===== config.mk =====
export PLATFORM = sky130hd
export DESIGN_NAME = param_fetch
export DESIGN_NICKNAME = d
export VERILOG_FILES = /design/src/verilog/rnn_pkg.sv /design/src/verilog/param_fetch.sv
export VERILOG_INCLUDE_DIRS = /design/src /design/src/verilog
export SDC_FILE = /design/constraint.sdc
export NUM_CORES = 1
export LEC_CHECK = 0
export BUFFER_PORTS_ARGS = -buffer_cell sky130_fd_sc_hd__buf_2
export CAP_MARGIN = 40
export CORE_MARGIN = 3
export CORE_UTILIZATION = 48
export CTS_BUF_LIST = sky130_fd_sc_hd__clkbuf_4 sky130_fd_sc_hd__clkbuf_8 sky130_fd_sc_hd__clkbuf_16
export DETAILED_ROUTE_END_ITERATION = 8
export GPL_ROUTABILITY_DRIVEN = 1
export PLACE_DENSITY = 0.76
export SYNTH_ARGS = -nofsm -noshare
export SYNTH_HDL_FRONTEND = slang
export SYNTH_SLANG_ARGS = --single-unit

===== constraint.sdc =====
create_clock -name clk -period 2 [get_ports clk]
set_input_delay 0.2 -clock clk [delete_from_list [all_inputs] [get_ports clk]]
set_output_delay 0.2 -clock clk [all_outputs]
set_load 0.1 [all_outputs]

===== src/verilog/rnn_cfg.svh =====
`ifndef RNN_CFG_SVH
`define RNN_CFG_SVH

// network sizes
`define RNN_VOCAB_SIZE    76
`define RNN_EMBED_SIZE    4
`define RNN_HIDDEN_SIZE   8

// Q8.8 signed fixed point
`define RNN_DATA_WIDTH    16
`define RNN_FRAC_BITS     8

// weight store
`define RNN_ADDR_WIDTH    9

// section bases, 416 words in use
`define RNN_EMBED_BASE    0      // token*4 + e
`define RNN_W_IH_BASE     304    // n*4 + e
`define RNN_W_HH_BASE     336    // n*8 + k
`define RNN_B_IH_BASE     400    // n
`define RNN_B_HH_BASE     408    // n

`endif


===== src/verilog/rnn_pkg.sv =====
`include "rnn_cfg.svh"

package rnn_pkg;

    typedef logic [`RNN_DATA_WIDTH-1:0]              q_t;           // Q8.8 value
    typedef logic [`RNN_ADDR_WIDTH-1:0]              word_addr_t;
    typedef logic [$clog2(`RNN_VOCAB_SIZE)-1:0]      token_t;
    typedef logic [$clog2(`RNN_HIDDEN_SIZE)-1:0]     neuron_idx_t;
    typedef logic [$clog2(`RNN_HIDDEN_SIZE)-1:0]     slot_idx_t;    // embed or hidden index

    // which section a weight-store word belongs to
    typedef enum logic [2:0]
    {
        KIND_EMBED,
        KIND_W_HH,
        KIND_B_HH,
        KIND_W_IH,
        KIND_B_IH
    } param_kind_t;

    // read request from the sequencer
    typedef struct packed
    {
        word_addr_t  addr;
        param_kind_t kind;
        neuron_idx_t neuron;
        slot_idx_t   slot;
        logic        last_of_neuron;   // the b_ih word
        logic        last_of_step;     // b_ih of the last neuron
    } fetch_req_t;

    // RAM data with the request tag
    typedef struct packed
    {
        q_t          data;
        param_kind_t kind;
        neuron_idx_t neuron;
        slot_idx_t   slot;
        logic        last_of_neuron;
        logic        last_of_step;
    } param_word_t;

    typedef struct packed
    {
        word_addr_t addr;
        q_t         data;
    } weight_wr_t;

    typedef struct packed
    {
        neuron_idx_t index;
        q_t          value;
    } hidden_out_t;

endpackage


===== src/verilog/param_fetch.sv =====
`timescale 1ns/100ps
`include "rnn_cfg.svh"

module param_fetch import rnn_pkg::*;
(
    input  logic       clk,
    input  logic       reset,
    input  logic       start,
    input  token_t     token,
    input  logic       step_done,
    output logic       busy,
    output logic       req_valid,
    output fetch_req_t req
);

    typedef enum logic [1:0] {ST_IDLE, ST_EMBED, ST_NEURON, ST_WAIT_DONE} state_t;

    state_t      state;
    param_kind_t kind;        // current section
    neuron_idx_t neuron;
    slot_idx_t   slot;
    token_t      token_q;
    logic        slot_wrap;   // last word of the section
    logic        last_neuron;
    word_addr_t  addr;

    assign busy        = (state != ST_IDLE);
    assign req_valid   = (state == ST_EMBED) || (state == ST_NEURON);
    assign last_neuron = (neuron == neuron_idx_t'(`RNN_HIDDEN_SIZE - 1));

    always_comb
    begin
        case (kind)
            KIND_W_HH:             slot_wrap = (slot == slot_idx_t'(`RNN_HIDDEN_SIZE - 1));
            KIND_EMBED, KIND_W_IH: slot_wrap = (slot == slot_idx_t'(`RNN_EMBED_SIZE - 1));
            default:               slot_wrap = 1'b1;   // biases are single words
        endcase
    end

    always_ff @(posedge clk)
    begin
        if (reset)
        begin
            state  <= ST_IDLE;
            kind   <= KIND_EMBED;
            neuron <= '0;
            slot   <= '0;
        end
        else
        begin
            case (state)
                ST_IDLE:
                begin
                    if (start)
                    begin
                        state  <= ST_EMBED;
                        kind   <= KIND_EMBED;
                        neuron <= '0;
                        slot   <= '0;
                    end
                end
                ST_EMBED:
                begin
                    slot <= slot + slot_idx_t'(1);
                    if (slot_wrap)
                    begin
                        state <= ST_NEURON;
                        kind  <= KIND_W_HH;
                        slot  <= '0;
                    end
                end
                ST_NEURON:
                begin
                    slot <= slot + slot_idx_t'(1);
                    if (slot_wrap)
                    begin
                        slot <= '0;
                        case (kind)
                            KIND_W_HH: kind <= KIND_B_HH;
                            KIND_B_HH: kind <= KIND_W_IH;
                            KIND_W_IH: kind <= KIND_B_IH;
                            default:
                            begin
                                kind   <= KIND_W_HH;        // next neuron
                                neuron <= neuron + neuron_idx_t'(1);
                                if (last_neuron)
                                begin
                                    state <= ST_WAIT_DONE;
                                end
                            end
                        endcase
                    end
                end
                ST_WAIT_DONE:
                begin
                    if (step_done)
                    begin
                        state <= ST_IDLE;
                    end
                end
                default:
                begin
                    state <= ST_IDLE;
                end
            endcase
        end
    end

    // token held for the whole step
    always_ff @(posedge clk)
    begin
        if (start && !busy)
        begin
            token_q <= token;
        end
    end

    always_comb
    begin
        case (kind)
            KIND_W_HH:
                addr = word_addr_t'(`RNN_W_HH_BASE)
                     + word_addr_t'(neuron) * word_addr_t'(`RNN_HIDDEN_SIZE)
                     + word_addr_t'(slot);
            KIND_B_HH:
                addr = word_addr_t'(`RNN_B_HH_BASE) + word_addr_t'(neuron);
            KIND_W_IH:
                addr = word_addr_t'(`RNN_W_IH_BASE)
                     + word_addr_t'(neuron) * word_addr_t'(`RNN_EMBED_SIZE)
                     + word_addr_t'(slot);
            KIND_B_IH:
                addr = word_addr_t'(`RNN_B_IH_BASE) + word_addr_t'(neuron);
            default:
                addr = word_addr_t'(`RNN_EMBED_BASE)
                     + word_addr_t'(token_q) * word_addr_t'(`RNN_EMBED_SIZE)
                     + word_addr_t'(slot);
        endcase
    end

    always_comb
    begin
        req.addr           = addr;
        req.kind           = kind;
        req.neuron         = neuron;
        req.slot           = slot;
        req.last_of_neuron = (kind == KIND_B_IH);
        req.last_of_step   = (kind == KIND_B_IH) && last_neuron;
    end

    // a start during a step never restarts the read sequence
    a_start_ignored: assert property (@(posedge clk) disable iff (reset)
        start && busy |=> !(state == ST_EMBED && slot == '0));

    // final request reaches step_done through store and MAC
    a_done_latency: assert property (@(posedge clk) disable iff (reset)
        req_valid && req.last_of_step |-> ##2 step_done);

    // no read right after step_done
    a_idle_quiet: assert property (@(posedge clk) disable iff (reset)
        step_done |=> !req_valid);

endmodule


==> flow_summary.json, run 1 <==
{
  "relSlewSlack_pct": 66.6,
  "htreeDepth": 1,
  "drv_cap": 0,
  "cp_cell_sequence": "ha_4 -> nand3_4 -> or3_4 -> a31oi_1 -> a211o_2 -> buf_12",
  "clock-root-buffer": "clkbuf_4",
  "synth_ff_type": "dfxtp_1",
  "post_drt_wl_per_cell_um": 16.2,
  "crit_arrival_ns": 1.82,
  "grt_pass1_vias": 1233,
  "design_area_um2": 2000,
  "routed_wl_mm": 3.60,
  "worstSetupPathType": "reg2out",
  "ys_warn_count": 0,
  "post_route_cells_drive_above_1_share_pct": 47.4,
  "synth_fp_nets": 179,
  "cts_buffers": 3,
  "syn_avg_cell_area_um2": 8.98,
  "path_max_fanout": 4,
  "clock_latency_ns": 0.31,
  "cts.clk_slew.worst_paths_ns": 0.10,
  "holdBufCountCts": 0,
  "ant_nets": 0,
  "period_needed_ns": 2.02,
  "fp.dieW_um": 59.5,
  "dr.pass1.iters": 4,
  "min_path_cells": 1,
  "ir_drop_v": 0.00207,
  "synth_edf_count": 7,
  "finalHoldViolations": 0,
  "multi_input_area_um2": 1070,
  "hold_slack_ns": 0.0646,
  "violations": "negative setup slack",
  "status": "complete, but fails checks",
  "finalCritPeriodShare_pct": 101,
  "dp_slack_ns": 0.0612,
  "seq_area_um2": 462,
  "drtIter0Drc": 68,
  "gp_congestion": 0.896,
  "synth.ff_latch_count": 18,
  "antenna_cells": 0,
  "postPlaceCellArea_um2": 1740,
  "p_per_area_nw_per_um2": 1150,
  "rr_startpoint": "slot[0]$_SDFFE_PP0P_",
  "dpl.hpwl_mm": 2.41,
  "slew_viol_final": 0,
  "dp_cells": 210,
  "netlist_area_um2": 1370,
  "grtUsageTotal_pct": 22.3,
  "r2r_cells": 6,
  "rsz0062_at_grt": "yes",
  "hp-class": "in2reg",
  "max_freq_ghz": 0.494,
  "cp-start-kind": "register",
  "p_leak_nw": 0.832,
  "min_to": "token_q[4]$_DFFE_PP_",
  "holdCritStartpoint": "token[4]",
  "finalSetupViolations": 2,
  "grt_overflow_total": 0,
  "crit_required_ns": 1.80,
  "die-height_um": 59.5,
  "skew_ns": 0.00828,
  "cp_slowest_stage_delay_ns": 0.40,
  "netlist_instances": 153,
  "initial_core_util_pct": 53.0,
  "fin_util_pct": 77.1,
  "r2r_slack_ns": 0.09,
  "fill_cells": 166,
  "route.detailed.drc": 0,
  "grt_first_pass_wirelength_mm": 5.88,
  "antenna_found_initial": 0,
  "fin_cells": 222,
  "clock_sinks": 18,
  "slowest_stage": "dfxtp_4",
  "io_buffers": 32,
  "async_reset_ff_share_pct": 0,
  "cts_buffer_depth": 2,
  "reg2reg_to": "neuron[0]$_SDFFE_PP0P_",
  "rows": 18,
  "area_growth_pct": 45.4,
  "viasPerCell": 5.79,
  "coreArea_um2": 2590,
  "worst_pin_slew_ns": 0.504,
  "num_vias": 1285,
  "dieArea_um2": 3540,
  "critPathCaptureType": "output pin",
  "ys_seq_area_share_pct": 31.3,
  "grt_max_degree": 21,
  "cts_tree": "done",
  "worst_slack_ns": -0.0243,
  "nets": 219,
  "synth_cell_types": 44,
  "ioPinCount": 33
}
## registers in the layout, summed over array words and instances, names as in the netlist
| name | count |
|---|---|
| kind | 3 |
| neuron | 3 |
| slot | 3 |
| state | 2 |
| token_q | 7 |
## cells in the mapped netlist, drive strengths merged, types with 3 or more instances
| cell | number | share of area, % |
|---|---|---|
| nor3 | 3 | 1.1 |
| nor2b | 3 | 1.4 |
| xor2 | 3 | 1.9 |
| edfxtp | 7 | 15 |
| dfxtp | 11 | 16 |
| a31oi | 6 | 2.7 |
| mux2 | 5 | 4.1 |
| nand2 | 9 | 2.5 |
| o21ai | 5 | 2.1 |
| ha | 15 | 14 |
| nor2 | 9 | 2.5 |
| a21oi | 12 | 4.4 |
| nand2b | 7 | 3.4 |
| nand3 | 5 | 1.8 |
| buf | 5 | 3.2 |
| clkbuf | 3 | 0.82 |
| mux2i | 3 | 2.2 |
| inv | 11 | 3.0 |
| o21a | 3 | 1.6 |
## critical path: cells and delay by family, from the launching register on
kind	cells	cell delay [ns]
simple gates	2	0.48
compound gates	2	0.30
fa+ha+maj	1	0.18
buf+inv	1	0.17
flops	1	0.40
## kinds of logic after synthesis
| kind of cell | count (synthesis) | share of synthesized area [%] |
|---|---|---|
| AO/OA/AOI/OAI | 36 | 16.9 |
| XOR/XNOR | 5 | 3.19 |
| adder cells (fa/ha/maj) | 16 | 14.4 |
| buffers and inverters | 19 | 7.01 |
| flip-flops | 18 | 31.3 |
| multiplexers | 8 | 6.28 |
| AND/OR/NAND/NOR | 51 | 20.9 |
## metal layers
metal	global-route usage (%)	vias up	share of wire [%]
met5	0	-	0
met4	8.54	0	2.2
met3	5.45	8	6.0
met2	36.2	42	49
met1	28.6	604	43
li1	-	631	-
## report_power, final
part | total (mW) | leakage [nW] | internal, mW | switching, mW
combinational | 1.54 | 0.648 | 0.480 | 1.06
sequential | 0.526 | 0.163 | 0.457 | 0.0685
clock | 0.230 | 0.0210 | 0.111 | 0.118
total | 2.30 | 0.832 | 1.05 | 1.25
## cell type report
type	count	area share, %
multi-input cells	116	53.4
flip-flops and latches	18	23.1
repair buffers	43	17.7
inverters	11	2.07
well taps	30	1.88
clock buffers	4	1.82
## per-stage QoR
step,setup TNS (ns),power (mW)
after floorplan,-0.122,1.69
after global placement,0,1.93
after detailed placement,0,1.97
after CTS,-0.0357,2.24
after global routing,-0.368,2.41
final,-0.0321,2.30
## layout by cell type, fill, tap and decap left out, types with 2 or more instances in the layout
cell type   n
clkbuf_4    4
a22o_1      2
or2_2       2
a21oi_1    12
nor3_1      3
mux2_2      4
nand3_4     2
a31oi_4     2
nand2_1     9
nand2b_1    6
o22ai_4     2
a31oi_1     4
nand4_1     2
buf_12      6
dfxtp_1     2
nand3_1     3
mux2i_1     2
buf_2      22
o21a_1      2
o21ai_1     2
nor2b_1     3
inv_1      10
ha_1        9
ha_4        6
xor2_1      3
edfxtp_1    7
dfxtp_4     8
buf_4      12
nor2_1      8
## worst max-delay path by stage
| stage | from | endpoint | slack (ns) |
|---|---|---|---|
| floorplan | slot[2]$_SDFFE_PP0P_ | req[17] | -0.12 |
| global placement | slot[2]$_SDFFE_PP0P_ | req[19] | 0.1 |
| detailed placement | slot[2]$_SDFFE_PP0P_ | req[19] | 0.06 |
| CTS | token_q[0]$_DFFE_PP_ | req[18] | -0.03 |
| global route | slot[2]$_SDFFE_PP0P_ | req[18] | -0.09 |
| finish | slot[2]$_SDFFE_PP0P_ | req[18] | -0.02 |
## repair_timing
item                       CTS  global route
gates resized for setup     26            10
setup endpoints to repair    5            14
setup buffers                4             4
cloned                       0             0
pin swaps                   11             4
Note: power is estimated with default switching activity, not from simulation.
==> run 2: changes to the inputs <==
--- a/constraint.sdc
+++ b/constraint.sdc
@@ -3,2 +3,2 @@
 set_output_delay 0.2 -clock clk [all_outputs]
-set_load 0.1 [all_outputs]
+set_load 0.01 [all_outputs]
==> run 2 against run 1 <==
Net effect: the run now ends clean; count of clock-buffer cells in the layout stayed put; clock power down 12%; core utilization decreased by 11 points; wire length is 2.1% lower; sequential share of layout area is 2.4 points higher; register-to-register slack barely moved; critical path type unchanged; critical endpoint unchanged.
==> flow_summary.json, run 2 (same netlist as run 1, synthesis figures left out) <==
{
  "status": "finished clean",
  "rsz0062_at_grt": "yes",
  "cp-start-kind": "register",
  "num_vias": 1292,
  "hold_slack_ns": 0.0815,
  "dr.pass1.iters": 4,
  "holdBufCountCts": 0,
  "initial_core_util_pct": 53.0,
  "slew_viol_final": 0,
  "rows": 18,
  "grt_max_degree": 12,
  "viasPerCell": 5.90,
  "fin_cells": 219,
  "dp_cells": 214,
  "final_cell_mix": "buf_2, a21oi_1, inv_1, ha_1",
  "ir_drop_v": 0.000742,
  "coreArea_um2": 2590,
  "htreeDepth": 1,
  "cts_buffer_depth": 2,
  "grtUsageTotal_pct": 21.3,
  "drv_cap": 0,
  "regMostFlops": "token_q",
  "crit_required_ns": 1.80,
  "finalHoldViolations": 0,
  "crit_arrival_ns": 1.77,
  "largest_reg_flops": 7,
  "clock_latency_ns": 0.30,
  "drtIter0Drc": 80,
  "die-height_um": 59.5,
  "antenna_found_initial": 0,
  "grt_first_pass_wirelength_mm": 5.78,
  "nets": 216,
  "relSlewSlack_pct": 68.7,
  "io_buffers": 32,
  "skew_ns": 0.0153,
  "fill_cells": 193,
  "worstSetupPathType": "reg2out",
  "post_drt_wl_per_cell_um": 16.1,
  "final_common_cell": "buf_2",
  "dpl.hpwl_mm": 2.60,
  "ant_nets": 0,
  "cts_tree": "done",
  "route.detailed.drc": 0,
  "antenna_cells": 0,
  "gp_congestion": 0.878,
  "dieArea_um2": 3540,
  "area_growth_pct": 25.0,
  "cts.clk_slew.worst_paths_ns": 0.11,
  "critPathCaptureType": "output pin",
  "grt_pass1_vias": 1240,
  "fin_util_pct": 66.3,
  "finalSetupViolations": 0,
  "grt_overflow_total": 0,
  "post_route_cells_drive_above_1_share_pct": 38.6,
  "fp.dieW_um": 59.5,
  "cts_buffers": 3,
  "finalCritPeriodShare_pct": 98.4,
  "period_needed_ns": 1.97,
  "path_max_fanout": 3,
  "clock-root-buffer": "clkbuf_4",
  "routed_wl_mm": 3.52,
  "max_freq_ghz": 0.508,
  "worst_pin_slew_ns": 0.467,
  "p_per_area_nw_per_um2": 865,
  "hp-class": "in2reg",
  "clock_sinks": 18,
  "p_leak_nw": 0.757,
  "ioPinCount": 33
}
==> run 2: changes by cell type in the layout (fill, tap and decap cells not counted), moves of 3 or more <==
cell	before	now
dfxtp_4	8	0
dfxtp_1	2	5
dfxtp_2	1	6
buf_4	12	7
buf_2	22	31
buf_12	6	0
==> run 2: timing repair <==
item                       4_1_cts  5_1_grt
resized for setup               17       11
pin swaps                        3        2
setup buffers                    1        0
setup endpoints to repair        4        9
==> run 2: worst paths after layout <==
check / startpoint / endpoint / slack (ns) / cells past startpoint
worst max-delay path: token_q[0]$_DFFE_PP_ / req[18] / 0.03 / 6
worst min-delay path: token[6] / token_q[6]$_DFFE_PP_ / 0.08 / 1
worst max register to register: slot[0]$_SDFFE_PP0P_ / kind[0]$_SDFFE_PP0P_ / 0.10 / 6
worst min register to register: slot[1]$_SDFFE_PP0P_ / slot[1]$_SDFFE_PP0P_ / 0.51 / 2
==> run 2: layout make-up <==
cell class	count	area (um2)	share of cell area [%]
tap	30	37.5	2.18
inverter	11	41.3	2.40
multi-input combinational	116	941	54.8
sequential	18	438	25.5
clock buffer	4	30.0	1.75
timing repair buffer	40	230	13.4
==> run 2: critical path: stages, from the launching register on <==
cell and delay (ns):
edfxtp_1 0.39, ha_4 0.17, nand3_1 0.11, or3_4 0.35, a31oi_1 0.21, a211o_1 0.14, buf_2 0.13
==> run 2: power by group <==
group	leakage (nW)	switching [mW]	internal [mW]
Combinational	0.580	0.425	0.331
Sequential	0.159	0.0661	0.461
Clock	0.0184	0.111	0.0911
==> run 2: through the flow <==
step	setup slack (ns)	power [mW]	cell area [um2]	TNS (ns)
2_1_floorplan	0.181	1.00	1370	0
3_3_place_gp	0.246	1.21	1570	0
3_5_place_dp	0.164	1.23	1570	0
4_1_cts	-0.00719	1.45	1680	-0.00719
5_1_grt	-0.0401	1.60	1720	-0.0753
6_report	0.0314	1.49	1720	0
==> run 2: per-layer routing <==
layer | vias up | global-route usage (%) | part of all wire [%]
met5 | - | 0 | 0
met3 | 11 | 5.23 | 7.6
met4 | 0 | 5.06 | 1.4
met1 | 603 | 26.4 | 41
met2 | 61 | 37.1 | 50
li1 | 617 | - | -
