## src/verilog/rnn_cfg.svh

```systemverilog
`ifndef RNN_CFG_SVH
`define RNN_CFG_SVH

// network sizes
`define RNN_VOCAB_SIZE    76
`define RNN_EMBED_SIZE    4
`define RNN_HIDDEN_SIZE   8

// Q8.8 signed fixed point
`define RNN_DATA_WIDTH    16
`define RNN_FRAC_BITS     8

// weight store
`define RNN_ADDR_WIDTH    9

// section bases, 416 words in use
`define RNN_EMBED_BASE    0      // token*4 + e
`define RNN_W_IH_BASE     304    // n*4 + e
`define RNN_W_HH_BASE     336    // n*8 + k
`define RNN_B_IH_BASE     400    // n
`define RNN_B_HH_BASE     408    // n

`endif

```

## src/verilog/rnn_pkg.sv

```systemverilog
`include "rnn_cfg.svh"

package rnn_pkg;

    typedef logic [`RNN_DATA_WIDTH-1:0]              q_t;           // Q8.8 value
    typedef logic [`RNN_ADDR_WIDTH-1:0]              word_addr_t;
    typedef logic [$clog2(`RNN_VOCAB_SIZE)-1:0]      token_t;
    typedef logic [$clog2(`RNN_HIDDEN_SIZE)-1:0]     neuron_idx_t;
    typedef logic [$clog2(`RNN_HIDDEN_SIZE)-1:0]     slot_idx_t;    // embed or hidden index

    // which section a weight-store word belongs to
    typedef enum logic [2:0]
    {
        KIND_EMBED,
        KIND_W_HH,
        KIND_B_HH,
        KIND_W_IH,
        KIND_B_IH
    } param_kind_t;

    // read request from the sequencer
    typedef struct packed
    {
        word_addr_t  addr;
        param_kind_t kind;
        neuron_idx_t neuron;
        slot_idx_t   slot;
        logic        last_of_neuron;   // the b_ih word
        logic        last_of_step;     // b_ih of the last neuron
    } fetch_req_t;

    // RAM data with the request tag
    typedef struct packed
    {
        q_t          data;
        param_kind_t kind;
        neuron_idx_t neuron;
        slot_idx_t   slot;
        logic        last_of_neuron;
        logic        last_of_step;
    } param_word_t;

    typedef struct packed
    {
        word_addr_t addr;
        q_t         data;
    } weight_wr_t;

    typedef struct packed
    {
        neuron_idx_t index;
        q_t          value;
    } hidden_out_t;

endpackage

```

## src/verilog/neuron_mac.sv

```systemverilog
`timescale 1ns/100ps
`include "rnn_cfg.svh"

module neuron_mac import rnn_pkg::*;
(
    input  logic        clk,
    input  logic        reset,
    input  logic        word_valid,
    input  param_word_t word,
    output logic        hidden_valid,
    output hidden_out_t hidden,
    output logic        step_done
);

    localparam int PROD_WIDTH  = 2 * `RNN_DATA_WIDTH;
    localparam int EMBED_IDX_W = $clog2(`RNN_EMBED_SIZE);

    q_t embed_q [`RNN_EMBED_SIZE];   // embedding row of the token
    q_t old_h   [`RNN_HIDDEN_SIZE];  // committed state
    q_t new_h   [`RNN_HIDDEN_SIZE];  // this step's results
    q_t acc;
    q_t operand;
    q_t term;
    q_t acc_next;
    logic signed [PROD_WIDTH-1:0] product;

    // which kinds may follow which, with no gaps inside a step
    function automatic logic legal_after(param_kind_t prev, param_kind_t cur);
        logic ok;
        case (cur)
            KIND_W_HH: ok = (prev == KIND_EMBED) || (prev == KIND_B_IH) || (prev == KIND_W_HH);
            KIND_B_HH: ok = (prev == KIND_W_HH);
            KIND_W_IH: ok = (prev == KIND_B_HH) || (prev == KIND_W_IH);
            KIND_B_IH: ok = (prev == KIND_W_IH);
            default:   ok = 1'b1;
        endcase
        return ok;
    endfunction

    // W_hh uses the old state, W_ih the embedding
    always_comb
    begin
        if (word.kind == KIND_W_IH)
        begin
            operand = embed_q[word.slot[EMBED_IDX_W-1:0]];
        end
        else
        begin
            operand = old_h[word.slot];
        end
    end

    assign product = $signed(word.data) * $signed(operand);

    always_comb
    begin
        case (word.kind)
            KIND_W_HH, KIND_W_IH: term = product[`RNN_FRAC_BITS +: `RNN_DATA_WIDTH];
            default:              term = word.data;   // biases added as is
        endcase
        if (word.kind == KIND_W_HH && word.slot == '0)
        begin
            acc_next = term;   // first word of a neuron
        end
        else
        begin
            acc_next = acc + term;   // wraps mod 2^16
        end
    end

    always_ff @(posedge clk)
    begin
        if (reset)
        begin
            hidden_valid <= 1'b0;
            step_done    <= 1'b0;
        end
        else
        begin
            hidden_valid <= word_valid && word.last_of_neuron;
            step_done    <= word_valid && word.last_of_step;
        end
    end

    always_ff @(posedge clk)
    begin
        if (word_valid)
        begin
            if (word.kind == KIND_EMBED)
            begin
                embed_q[word.slot[EMBED_IDX_W-1:0]] <= word.data;
            end
            else
            begin
                acc <= acc_next;
            end
            if (word.last_of_neuron)
            begin
                new_h[word.neuron] <= acc_next;
                hidden.index       <= word.neuron;
                hidden.value       <= acc_next;
            end
        end
    end

    // commit lands with step_done; last neuron comes straight from the adder
    always_ff @(posedge clk)
    begin
        if (reset)
        begin
            for (int i = 0; i < `RNN_HIDDEN_SIZE; i++)
            begin
                old_h[i] <= '0;
            end
        end
        else if (word_valid && word.last_of_step)
        begin
            for (int i = 0; i < `RNN_HIDDEN_SIZE; i++)
            begin
                old_h[i] <= (word.neuron == neuron_idx_t'(i)) ? acc_next : new_h[i];
            end
        end
    end

    // fetch order W_hh, b_hh, W_ih, b_ih per neuron, after the embedding
    a_kind_order: assert property (@(posedge clk) disable iff (reset)
        word_valid && word.kind != KIND_EMBED |->
            $past(word_valid) && legal_after($past(word.kind), word.kind));

endmodule

```

## config.mk

```make
export PLATFORM = sky130hd
export DESIGN_NAME = neuron_mac
export DESIGN_NICKNAME = d
export VERILOG_FILES = /design/src/verilog/rnn_pkg.sv /design/src/verilog/neuron_mac.sv
export VERILOG_INCLUDE_DIRS = /design/src /design/src/verilog
export SDC_FILE = /design/constraint.sdc
export NUM_CORES = 1
export LEC_CHECK = 0
export ABC_CLOCK_PERIOD_IN_PS = 17400
export BUFFER_PORTS_ARGS = -buffer_cell sky130_fd_sc_hd__buf_2
export CAP_MARGIN = 20
export CORE_MARGIN = 2
export CORE_UTILIZATION = 40
export CTS_CLUSTER_DIAMETER = 40
export CTS_CLUSTER_SIZE = 25
export DETAILED_ROUTE_END_ITERATION = 10
export MAX_ROUTING_LAYER = met4
export PLACE_DENSITY_LB_ADDON = 0.3
export RECOVER_POWER = 25
export SYNTH_ARGS = -nofsm -noshare
export SYNTH_HDL_FRONTEND = slang
export SYNTH_SLANG_ARGS = --single-unit
```

## constraint.sdc

```tcl
create_clock -name clk -period 17.4 [get_ports clk]
set_input_delay 1.74 -clock clk [delete_from_list [all_inputs] [get_ports clk]]
set_output_delay 1.74 -clock clk [all_outputs]
set_load 0.01 [all_outputs]
```

==> results.txt, run 1 <==
Worst Hold Class -> reg -> reg
IO Pins -> 51
Clock root cell -> clkbuf_16
Yosys warning count -> 0
Setup violators final -> 0
Via count -> 13900
Hold wc startpoint -> new_h[0][5]
WP data arrival -> 11.97 ns
Failing checks -> capacitance limit, slew limit
Reg2Reg Setup Slack -> 7.70 ns
Die height -> 243 µm
Starting Density -> 40.5%
Synthesized Nets -> 2187
EDFF count, synth -> 355
Hold Path Depth -> 2
Most instantiated cells after synthesis -> edfxtp_1, inv_1, fa_1
Area after DPL -> 23900 µm²
Least-Margin Pin Slew -> 2.34 ns
Ys async rst share -> 0%
Crit Path Category -> in -> reg
Startpoint Class -> input pin
Hold Buf Count CTS -> 0
Max stage delay on crit path -> 0.74 ns
Worst-Skew Late Latency -> 0.57 ns
Area grow syn2layout -> 8.81%
Synth area leaders -> edfxtp_1, fa_1, ha_1
Final Hold Viols -> 0
Area leader, netlist -> edfxtp_1
Crit-path max FO -> 50
Final net count -> 2210
Final TNS setup -> 0 ns
Resize count post-CTS -> 0
Clock buffer count from CTS -> 31
Die width -> 243 µm
DRT iter0 DRCs -> 1074
Number of routed nets with antenna violations -> 0
Worst R2R End -> old_h[6][15]
Reg-to-Reg Start -> old_h[3][4]
Largest net degree at the start of global routing -> 89
Skew final -> 0.0112 ns
Gate Count Post-Synth -> 1884
Worst hold endpoint -> old_h[0][5]
DRC -> 0
Slew Limit Headroom -> -56.0%
Mean post-synth cell area -> 12.1 µm²
Multi-input gate area -> 10700 µm²
Post-CTS setup buffer count -> 0
Final Wtd Congestion -> 0.854
Remaining Overflow, GRT -> 0
Die area -> 59000 µm²
CTS tree -> built
Max Cap Violations -> 3
Design Area, Final -> 24800 µm²
Most common cell in the netlist -> edfxtp_1
Cell area after synthesis -> 22800 µm²
Worst-path clk slew -> 0.07 ns
Total Routed Length -> 53.8 mm
FP Rows -> 87
Clock buffer depth -> 3
Critical Path Sink Type -> flip-flop
Fin crit share -> 66.6%
GRT Total Usage -> 19.3%
Port Buffers -> 50
FF-to-FF path depth -> 35
Status -> finished with violations
Seq/Total Area, Yosys -> 46.9%
Utilization after layout -> 44.0%
Vias in the first global route -> 14800
Diode count -> 0
CTS H-Tree Depth -> 1
Cell variety after synth -> 67
Synth Register Bits -> 357
Share of Yosys cell area claimed by the top area cell type -> 46.7%
Fillcell total -> 5291
Storage cell area -> 10700 µm²
Vias per cell -> 5.18
Max Slew Vio Count -> 95
Clk sinks -> 357
Layout cells sized above 1 -> 8.91%
Tmin final -> 11.60 ns
Global-route wire length before repair -> 85.4 mm
Ys flop type -> edfxtp_1
Unrepaired setup endpoints after global routing -> no
Initial antenna violation count -> 0
CP max stage cell -> buf_4
WL per Instance -> 20.0 µm
Core Region -> 56400 µm²
Required time of the critical path -> 17.78 ns
Post-DP HPWL -> 37.5 mm
DRT Pass-1 Iters -> 5
Fmax -> 86.2 MHz
stage by stage:
step                instances  worst slack [ns]  hold WS, ns
floorplan                1884              6.19        0.549
global placement         2629              5.53        0.555
detailed placement       2629              5.34        0.560
CTS                      2686              5.88        0.576
global route             2687              5.11        0.619
finish                   2687              5.80        0.573
logic make-up after synthesis:
| family | share of synthesized area (%) |
|---|---|
| AOI/OAI and AO/OA | 7.62 |
| xor gates and xnor gates | 2.20 |
| adders and majority gates | 21.1 |
| buffers and inverters | 6.48 |
| DFF | 46.9 |
| muxes | 5.84 |
| and+or+nand+nor | 9.86 |
layer usage:
layer | vias to the layer above | GRT usage, % | share of wire, %
li1 | 6424 | - | -
met1 | 7067 | 24.6 | 42
met2 | 349 | 33.5 | 51
met3 | 70 | 1.68 | 4.7
met4 | 0 | 4.19 | 1.8
met5 | - | - | 0
critical path, delay by kind of cell:
family,cells,cell delay [ns]
fa+ha+maj,8,3.43
compound gates,11,2.36
buf+inv,8,1.54
mux,3,1.35
xor+xnor,2,0.86
simple gates,4,0.61
layout make-up:
type	instances	share of cell area (%)
clock buffers	35	3.18
repair buffers	88	2.00
inverters	263	3.98
multi-input cells	1166	43.1
well taps	756	3.81
flip-flops and latches	357	43.1
clock inverters	22	0.811
cells in the final DEF (no fill, tap or decap), types with 4 or more instances in the layout:
master / instances
o21bai_1: 7
o21ai_0: 78
and2_1: 65
mux4_2: 33
a21oi_1: 99
xnor2_1: 28
ha_1: 86
inv_1: 262
or2_2: 4
edfxtp_1: 355
mux4_1: 12
o21ai_2: 5
mux2i_1: 24
clkbuf_16: 31
nor3_1: 7
nand3b_1: 4
nor2b_1: 45
clkinv_4: 5
nand2_1: 182
inv_6: 4
xor2_1: 12
clkbuf_1: 38
buf_4: 33
nor2_1: 143
clkinv_2: 4
xnor3_1: 5
nand2b_1: 11
a21oi_2: 4
nand3_1: 7
a21o_1: 18
fa_1: 187
a211oi_1: 46
buf_2: 20
how the worst max path moves through the flow:
stage,to,slack [ns],start,cells after the start
after CTS,old_h[6][15],5.88,word[3],36
after detailed placement,old_h[6][15],5.34,word[3],36
after global placement,old_h[4][15],5.53,word[3],36
final,old_h[6][15],5.80,word[3],36
after floorplan,old_h[0][15],6.19,word[2],39
after global routing,old_h[6][15],5.11,word[3],34
flip-flops by register name, indices dropped and copies added (netlist names):
register,flops
hidden,19
step_done,1
hidden_valid,1
old_h,128
new_h,128
acc,16
embed_q,64
Power of run 1 is left out: the tool's default activity adds up to more than one toggle a clock period on the data nets, which glitch-free logic cannot reach.
==> run 2, diff against run 1 <==
--- a/config.mk
+++ b/config.mk
@@ -6,7 +6,7 @@
 export SDC_FILE = /design/constraint.sdc
 export NUM_CORES = 1
 export LEC_CHECK = 0
-export ABC_CLOCK_PERIOD_IN_PS = 17400
+export ABC_CLOCK_PERIOD_IN_PS = 11000
 export BUFFER_PORTS_ARGS = -buffer_cell sky130_fd_sc_hd__buf_2
 export CAP_MARGIN = 20
 export CORE_MARGIN = 2
==> constraint.sdc (replaced) <==
create_clock -name clk -period 11 [get_ports clk]
set_input_delay 1.1 -clock clk [delete_from_list [all_inputs] [get_ports clk]]
set_output_delay 1.1 -clock clk [all_outputs]
set_load 0.01 [all_outputs]
==> results.txt, run 2 (synthesized netlist as in run 1, its figures left out) <==
Unrepaired setup endpoints after global routing -> no
Fillcell total -> 5226 (-1.2%)
Remaining Overflow, GRT -> 0 (unchanged)
Least-Margin Pin Slew -> 1.62 ns (-0.719 ns)
Max Cap Violations -> 1 (-2)
Worst-Skew Late Latency -> 0.55 ns (-0.02 ns)
Core Region -> 56400 µm² (unchanged)
Crit-path max FO -> 16 (-68%)
DRC -> 0 (unchanged)
Max stage delay on crit path -> 0.57 ns (-0.17 ns)
Crit Path Category -> in -> reg
Vias in the first global route -> 15000 (+1.5%)
IO Pins -> 51 (unchanged)
Skew final -> 0.0342 ns (+0.0230 ns)
Final Hold Viols -> 0 (unchanged)
Worst Hold Class -> reg -> reg
CP max stage cell -> fa_1
Via count -> 14200 (+2.4%)
Starting Density -> 40.5% (unchanged)
WP data arrival -> 10.80 ns (-1.17 ns)
Final Wtd Congestion -> 0.868 (+1.7%)
Clock root cell -> clkbuf_16
Layout cells sized above 1 -> 9.77% (+0.86 points)
Total Routed Length -> 57.1 mm (+6.1%)
Global-route wire length before repair -> 89.0 mm (+4.2%)
Status -> finished with violations
Tmin final -> 10.43 ns
Failing checks -> capacitance limit, slew limit
Storage cell area -> 10700 µm² (unchanged)
Die width -> 243 µm (unchanged)
Port Buffers -> 50 (unchanged)
Setup violators final -> 0 (unchanged)
Hold Buf Count CTS -> 0 (unchanged)
Resize count post-CTS -> 0 (unchanged)
CP startpoint -> word[3]
Post-CTS setup buffer count -> 0 (unchanged)
Largest net degree at the start of global routing -> 77 (-13%)
Commonest non-fill, non-tap cell in the layout -> edfxtp_1
Startpoint Class -> input pin
CP most frequent cell -> fa_1
Slew Limit Headroom -> -8.09% (+48 points)
Multi-input gate area -> 10700 µm² (about the same)
CTS H-Tree Depth -> 2 (+1)
Fmax -> 95.9 MHz
Max Slew Vio Count -> 17 (-82%)
CTS tree -> built
Number of routed nets with antenna violations -> 0 (unchanged)
Die height -> 243 µm (unchanged)
Worst-path clk slew -> 0.07 ns (about the same)
GRT Total Usage -> 20.2% (+0.97 points)
Initial antenna violation count -> 0 (unchanged)
Area grow syn2layout -> 11.1%
Fin crit share -> 94.8%
DRT Pass-1 Iters -> 5 (unchanged)
Die area -> 59000 µm² (unchanged)
Hold wc startpoint -> new_h[5][4]
Post-DP HPWL -> 39.5 mm (+5.5%)
Vias per cell -> 5.23 (+1.1%)
Clk sinks -> 357 (unchanged)
Reg-to-Reg Start -> old_h[4][4]
Clock buffer depth -> 3 (unchanged)
Final net count -> 2241 (+1.4%)
DRT iter0 DRCs -> 1137 (+5.9%)
Clock buffer count from CTS -> 36 (+16%)
WL per Instance -> 21.0 µm (+4.8%)
Final TNS setup -> 0 ns (unchanged)
Required time of the critical path -> 11.38 ns (-6.40 ns)
Most frequent cells in the layout -> edfxtp_1, inv_1, fa_1
FP Rows -> 87 (unchanged)
Critical Path Sink Type -> flip-flop
Diode count -> 0 (unchanged)
run 2: cell count changes in the layout (fill, tap and decap cells not counted), moves of 3 or more:
| cell | before | now |
|---|---|---|
| buf_12 | 1 | 4 |
| buf_2 | 20 | 8 |
| buf_4 | 33 | 56 |
| bufinv_16 | 1 | 7 |
| clkbuf_1 | 38 | 48 |
| clkbuf_16 | 31 | 37 |
| clkinv_4 | 5 | 1 |
run 2: final timing paths:
kind / to / slack, ns / depth (start not counted)
worst max-delay path: old_h[7][15] / 0.57 / 35
worst min-delay path: old_h[5][4] / 0.58 / 2
worst max register to register: old_h[7][15] / 1.43 / 35
worst min register to register: old_h[5][4] / 0.58 / 2
run 2: critical path: cells and delay by family:
kind | cells | cell delay (ns)
and+or+nand+nor | 4 | 0.49
xor gates and xnor gates | 2 | 0.77
buffers and inverters | 7 | 1.27
muxes | 3 | 0.87
adders and majority gates | 8 | 3.89
AOI/OAI and AO/OA | 11 | 2.35
run 2: metrics by stage:
step | hold slack, ns | worst slack, ns | util, % | instances | area (µm²)
floorplan | 0.549 | 0.425 | - | 1884 | 22800
global placement | 0.561 | 0.411 | 42.8 | 2656 | 24100
detailed placement | 0.563 | 0.146 | 42.8 | 2656 | 24100
CTS | 0.578 | 0.655 | 45.1 | 2721 | 25400
global route | 0.612 | 0.00441 | 45.0 | 2721 | 25400
finish | 0.580 | 0.574 | 45.0 | 2721 | 25400
run 2: cell type report:
class	count	share of cell area, %
Multi-Input combinational cell	1166	42.2
Tap cell	756	3.73
Clock inverter	26	1.50
Clock buffer	39	3.68
Sequential cell	357	42.2
Inverter	263	3.89
Timing Repair Buffer	114	2.81
run 2: per-layer routing:
layer | vias to the layer above | GRT usage (%) | share of wire (%)
li1 | 6492 | - | -
met1 | 7233 | 26.9 | 44
met2 | 450 | 33.3 | 49
met3 | 69 | 2.79 | 5.5
met4 | 0 | 4.40 | 1.9
met5 | - | - | 0
Power of run 2 is left out for the same reason.
==> run 3, diff against run 2 <==
--- a/config.mk
+++ b/config.mk
@@ -10,7 +10,7 @@
 export BUFFER_PORTS_ARGS = -buffer_cell sky130_fd_sc_hd__buf_2
 export CAP_MARGIN = 20
 export CORE_MARGIN = 2
-export CORE_UTILIZATION = 40
+export CORE_UTILIZATION = 45
 export CTS_CLUSTER_DIAMETER = 40
 export CTS_CLUSTER_SIZE = 25
 export DETAILED_ROUTE_END_ITERATION = 10
==> results.txt, run 3 (synthesized netlist as in run 1, its figures left out) <==
Clk sinks -> 357 (unchanged)
Global-route wire length before repair -> 85.2 mm (-4.2%)
FP Rows -> 82 (-5.7%)
Port Buffers -> 50 (unchanged)
WL per Instance -> 20.7 µm (-1.6%)
Initial antenna violation count -> 1 (+1)
Starting Density -> 45.6% (+5.1 points)
GR Layer Usage met2 -> 35.5% (+2.3 points)
Die area -> 52500 µm² (-11%)
Vias in the first global route -> 14800 (-1.5%)
Via count -> 14200 (-0.20%)
CP max stage cell -> fa_1
Unrepaired setup endpoints after global routing -> no
Grt met1 use -> 28.6% (+1.6 points)
Status -> finished with violations
Remaining Overflow, GRT -> 0 (unchanged)
DRT iter0 DRCs -> 1080 (-5.0%)
Max Slew Vio Count -> 36 (+19)
Required time of the critical path -> 11.22 ns (-0.16 ns)
Largest net degree at the start of global routing -> 78 (+1.3%)
CP Buf/Inv Count -> 7 (unchanged)
Fmax -> 98.6 MHz (+2.8%)
Die width -> 229 µm (-5.6%)
Clock buffer count from CTS -> 36 (unchanged)
Cell family with most CP delay -> adder cells
GRT Total Usage -> 21.7% (+1.4 points)
Busiest layer in global routing -> met2
CTS H-Tree Depth -> 2 (unchanged)
Crit-path max FO -> 16 (unchanged)
Post-DP HPWL -> 37.9 mm (-4.0%)
Startpoint Class -> input pin
Failing checks -> capacitance limit, slew limit
Final Wtd Congestion -> 0.868 (about the same)
Max stage delay on crit path -> 0.56 ns (about the same)
Least-Margin Pin Slew -> 1.91 ns (+0.287 ns)
Worst-Skew Late Latency -> 0.55 ns (about the same)
Worst Hold Class -> reg -> reg
Critical Path Sink Type -> flip-flop
Number of routed nets with antenna violations -> 0 (unchanged)
Slew Limit Headroom -> -27.2% (-19 points)
GRT met3 Usage -> 2.45% (-0.33 points)
DRC -> 0 (unchanged)
IO Pins -> 51 (unchanged)
Final net count -> 2232 (-0.40%)
Max Cap Violations -> 1 (unchanged)
Commonest non-fill, non-tap cell in the layout -> edfxtp_1
Crit Path Category -> in -> reg
DRT Pass-1 Iters -> 5 (unchanged)
Most frequent cells in the layout -> edfxtp_1, inv_1, fa_1
Fin crit share -> 92.2% (-2.6 points)
Vias per cell -> 5.41 (+3.3%)
WP data arrival -> 10.36 ns (-0.44 ns)
Total Routed Length -> 54.3 mm (-5.0%)
CTS tree -> built
Final TNS setup -> 0 ns (unchanged)
Setup violators final -> 0 (unchanged)
Skew final -> 0.0404 ns (+0.00620 ns)
Clock root cell -> clkbuf_16
Hold Buf Count CTS -> 0 (unchanged)
Die height -> 229 µm (-5.6%)
Final Hold Viols -> 0 (unchanged)
Area grow syn2layout -> 9.91%
Clock buffer depth -> 3 (unchanged)
Core Region -> 50100 µm² (-11%)
Layout cells sized above 1 -> 9.87% (+0.10 points)
Tmin final -> 10.14 ns (-0.283 ns)
Worst-path clk slew -> 0.07 ns (about the same)
==> run 3: cell count changes in the layout (fill, tap and decap cells not counted), moves of 3 or more <==
cell       delta
buf_12        -3
clkbuf_1      -9
inv_8         +5
bufinv_16     -5
clkinv_1      -3
buf_2        +11
buf_4         -9
clkinv_8      +3
==> run 3: per-layer routing <==
metal | share of wire, % | vias to the layer above | routed length (µm)
met1 | 42 | 7144 | 23000
met5 | 0 | - | 0
li1 | - | 6474 | -
met3 | 5.8 | 97 | 3150
met4 | 2.7 | 0 | 1440
met2 | 49 | 501 | 26700
==> run 3: what timing repair did <==
| item | CTS | global route |
|---|---|---|
| setup endpoints to repair | 0 | 1 |
| resized for setup | 0 | 2 |
| buffers inserted | 0 | 0 |
==> run 3: final timing paths <==
| check | from | slack, ns | end | cells after the start |
|---|---|---|---|---|
| setup / recovery | word[3] | 0.86 | acc[14] | 36 |
| hold / removal | new_h[5][5] | 0.59 | old_h[5][5] | 2 |
| setup reg to reg | old_h[7][4] | 1.51 | acc[14] | 34 |
| hold reg to reg | new_h[5][5] | 0.59 | old_h[5][5] | 2 |
==> run 3: worst register-to-register path, delay by kind of cell (launching register included) <==
kind / cells / cell delay [ns]
adder cells (fa/ha/maj): 8 / 3.38
AO/OA/AOI/OAI: 13 / 2.76
multiplexers: 3 / 1.10
buffers and inverters: 5 / 0.76
XOR/XNOR: 2 / 0.48
flip-flops: 1 / 0.40
AND/OR/NAND/NOR: 3 / 0.26
==> run 3: stage by stage <==
stage	instances	instance area (µm²)	util [%]	hold WS (ns)	setup WS [ns]
2_1_floorplan	1884	22800	-	0.549	0.425
3_3_place_gp	2562	23900	47.7	0.554	0.395
3_5_place_dp	2562	23900	47.7	0.569	0.288
4_1_cts	2626	25100	50.2	0.586	0.789
5_1_grt	2628	25100	50.1	0.612	0.139
6_report	2628	25100	50.1	0.585	0.857
==> run 3: area by class of cell <==
type | instances | area [µm²]
Antenna cell | 1 | 2.50
Clock buffer | 42 | 955
Clock inverter | 22 | 284
Fill cell | 4414 | 25000
Inverter | 263 | 987
Multi-Input combinational cell | 1166 | 10700
Sequential cell | 357 | 10700
Tap cell | 672 | 841
Timing Repair Buffer | 105 | 629
Power of run 3 is left out for the same reason.
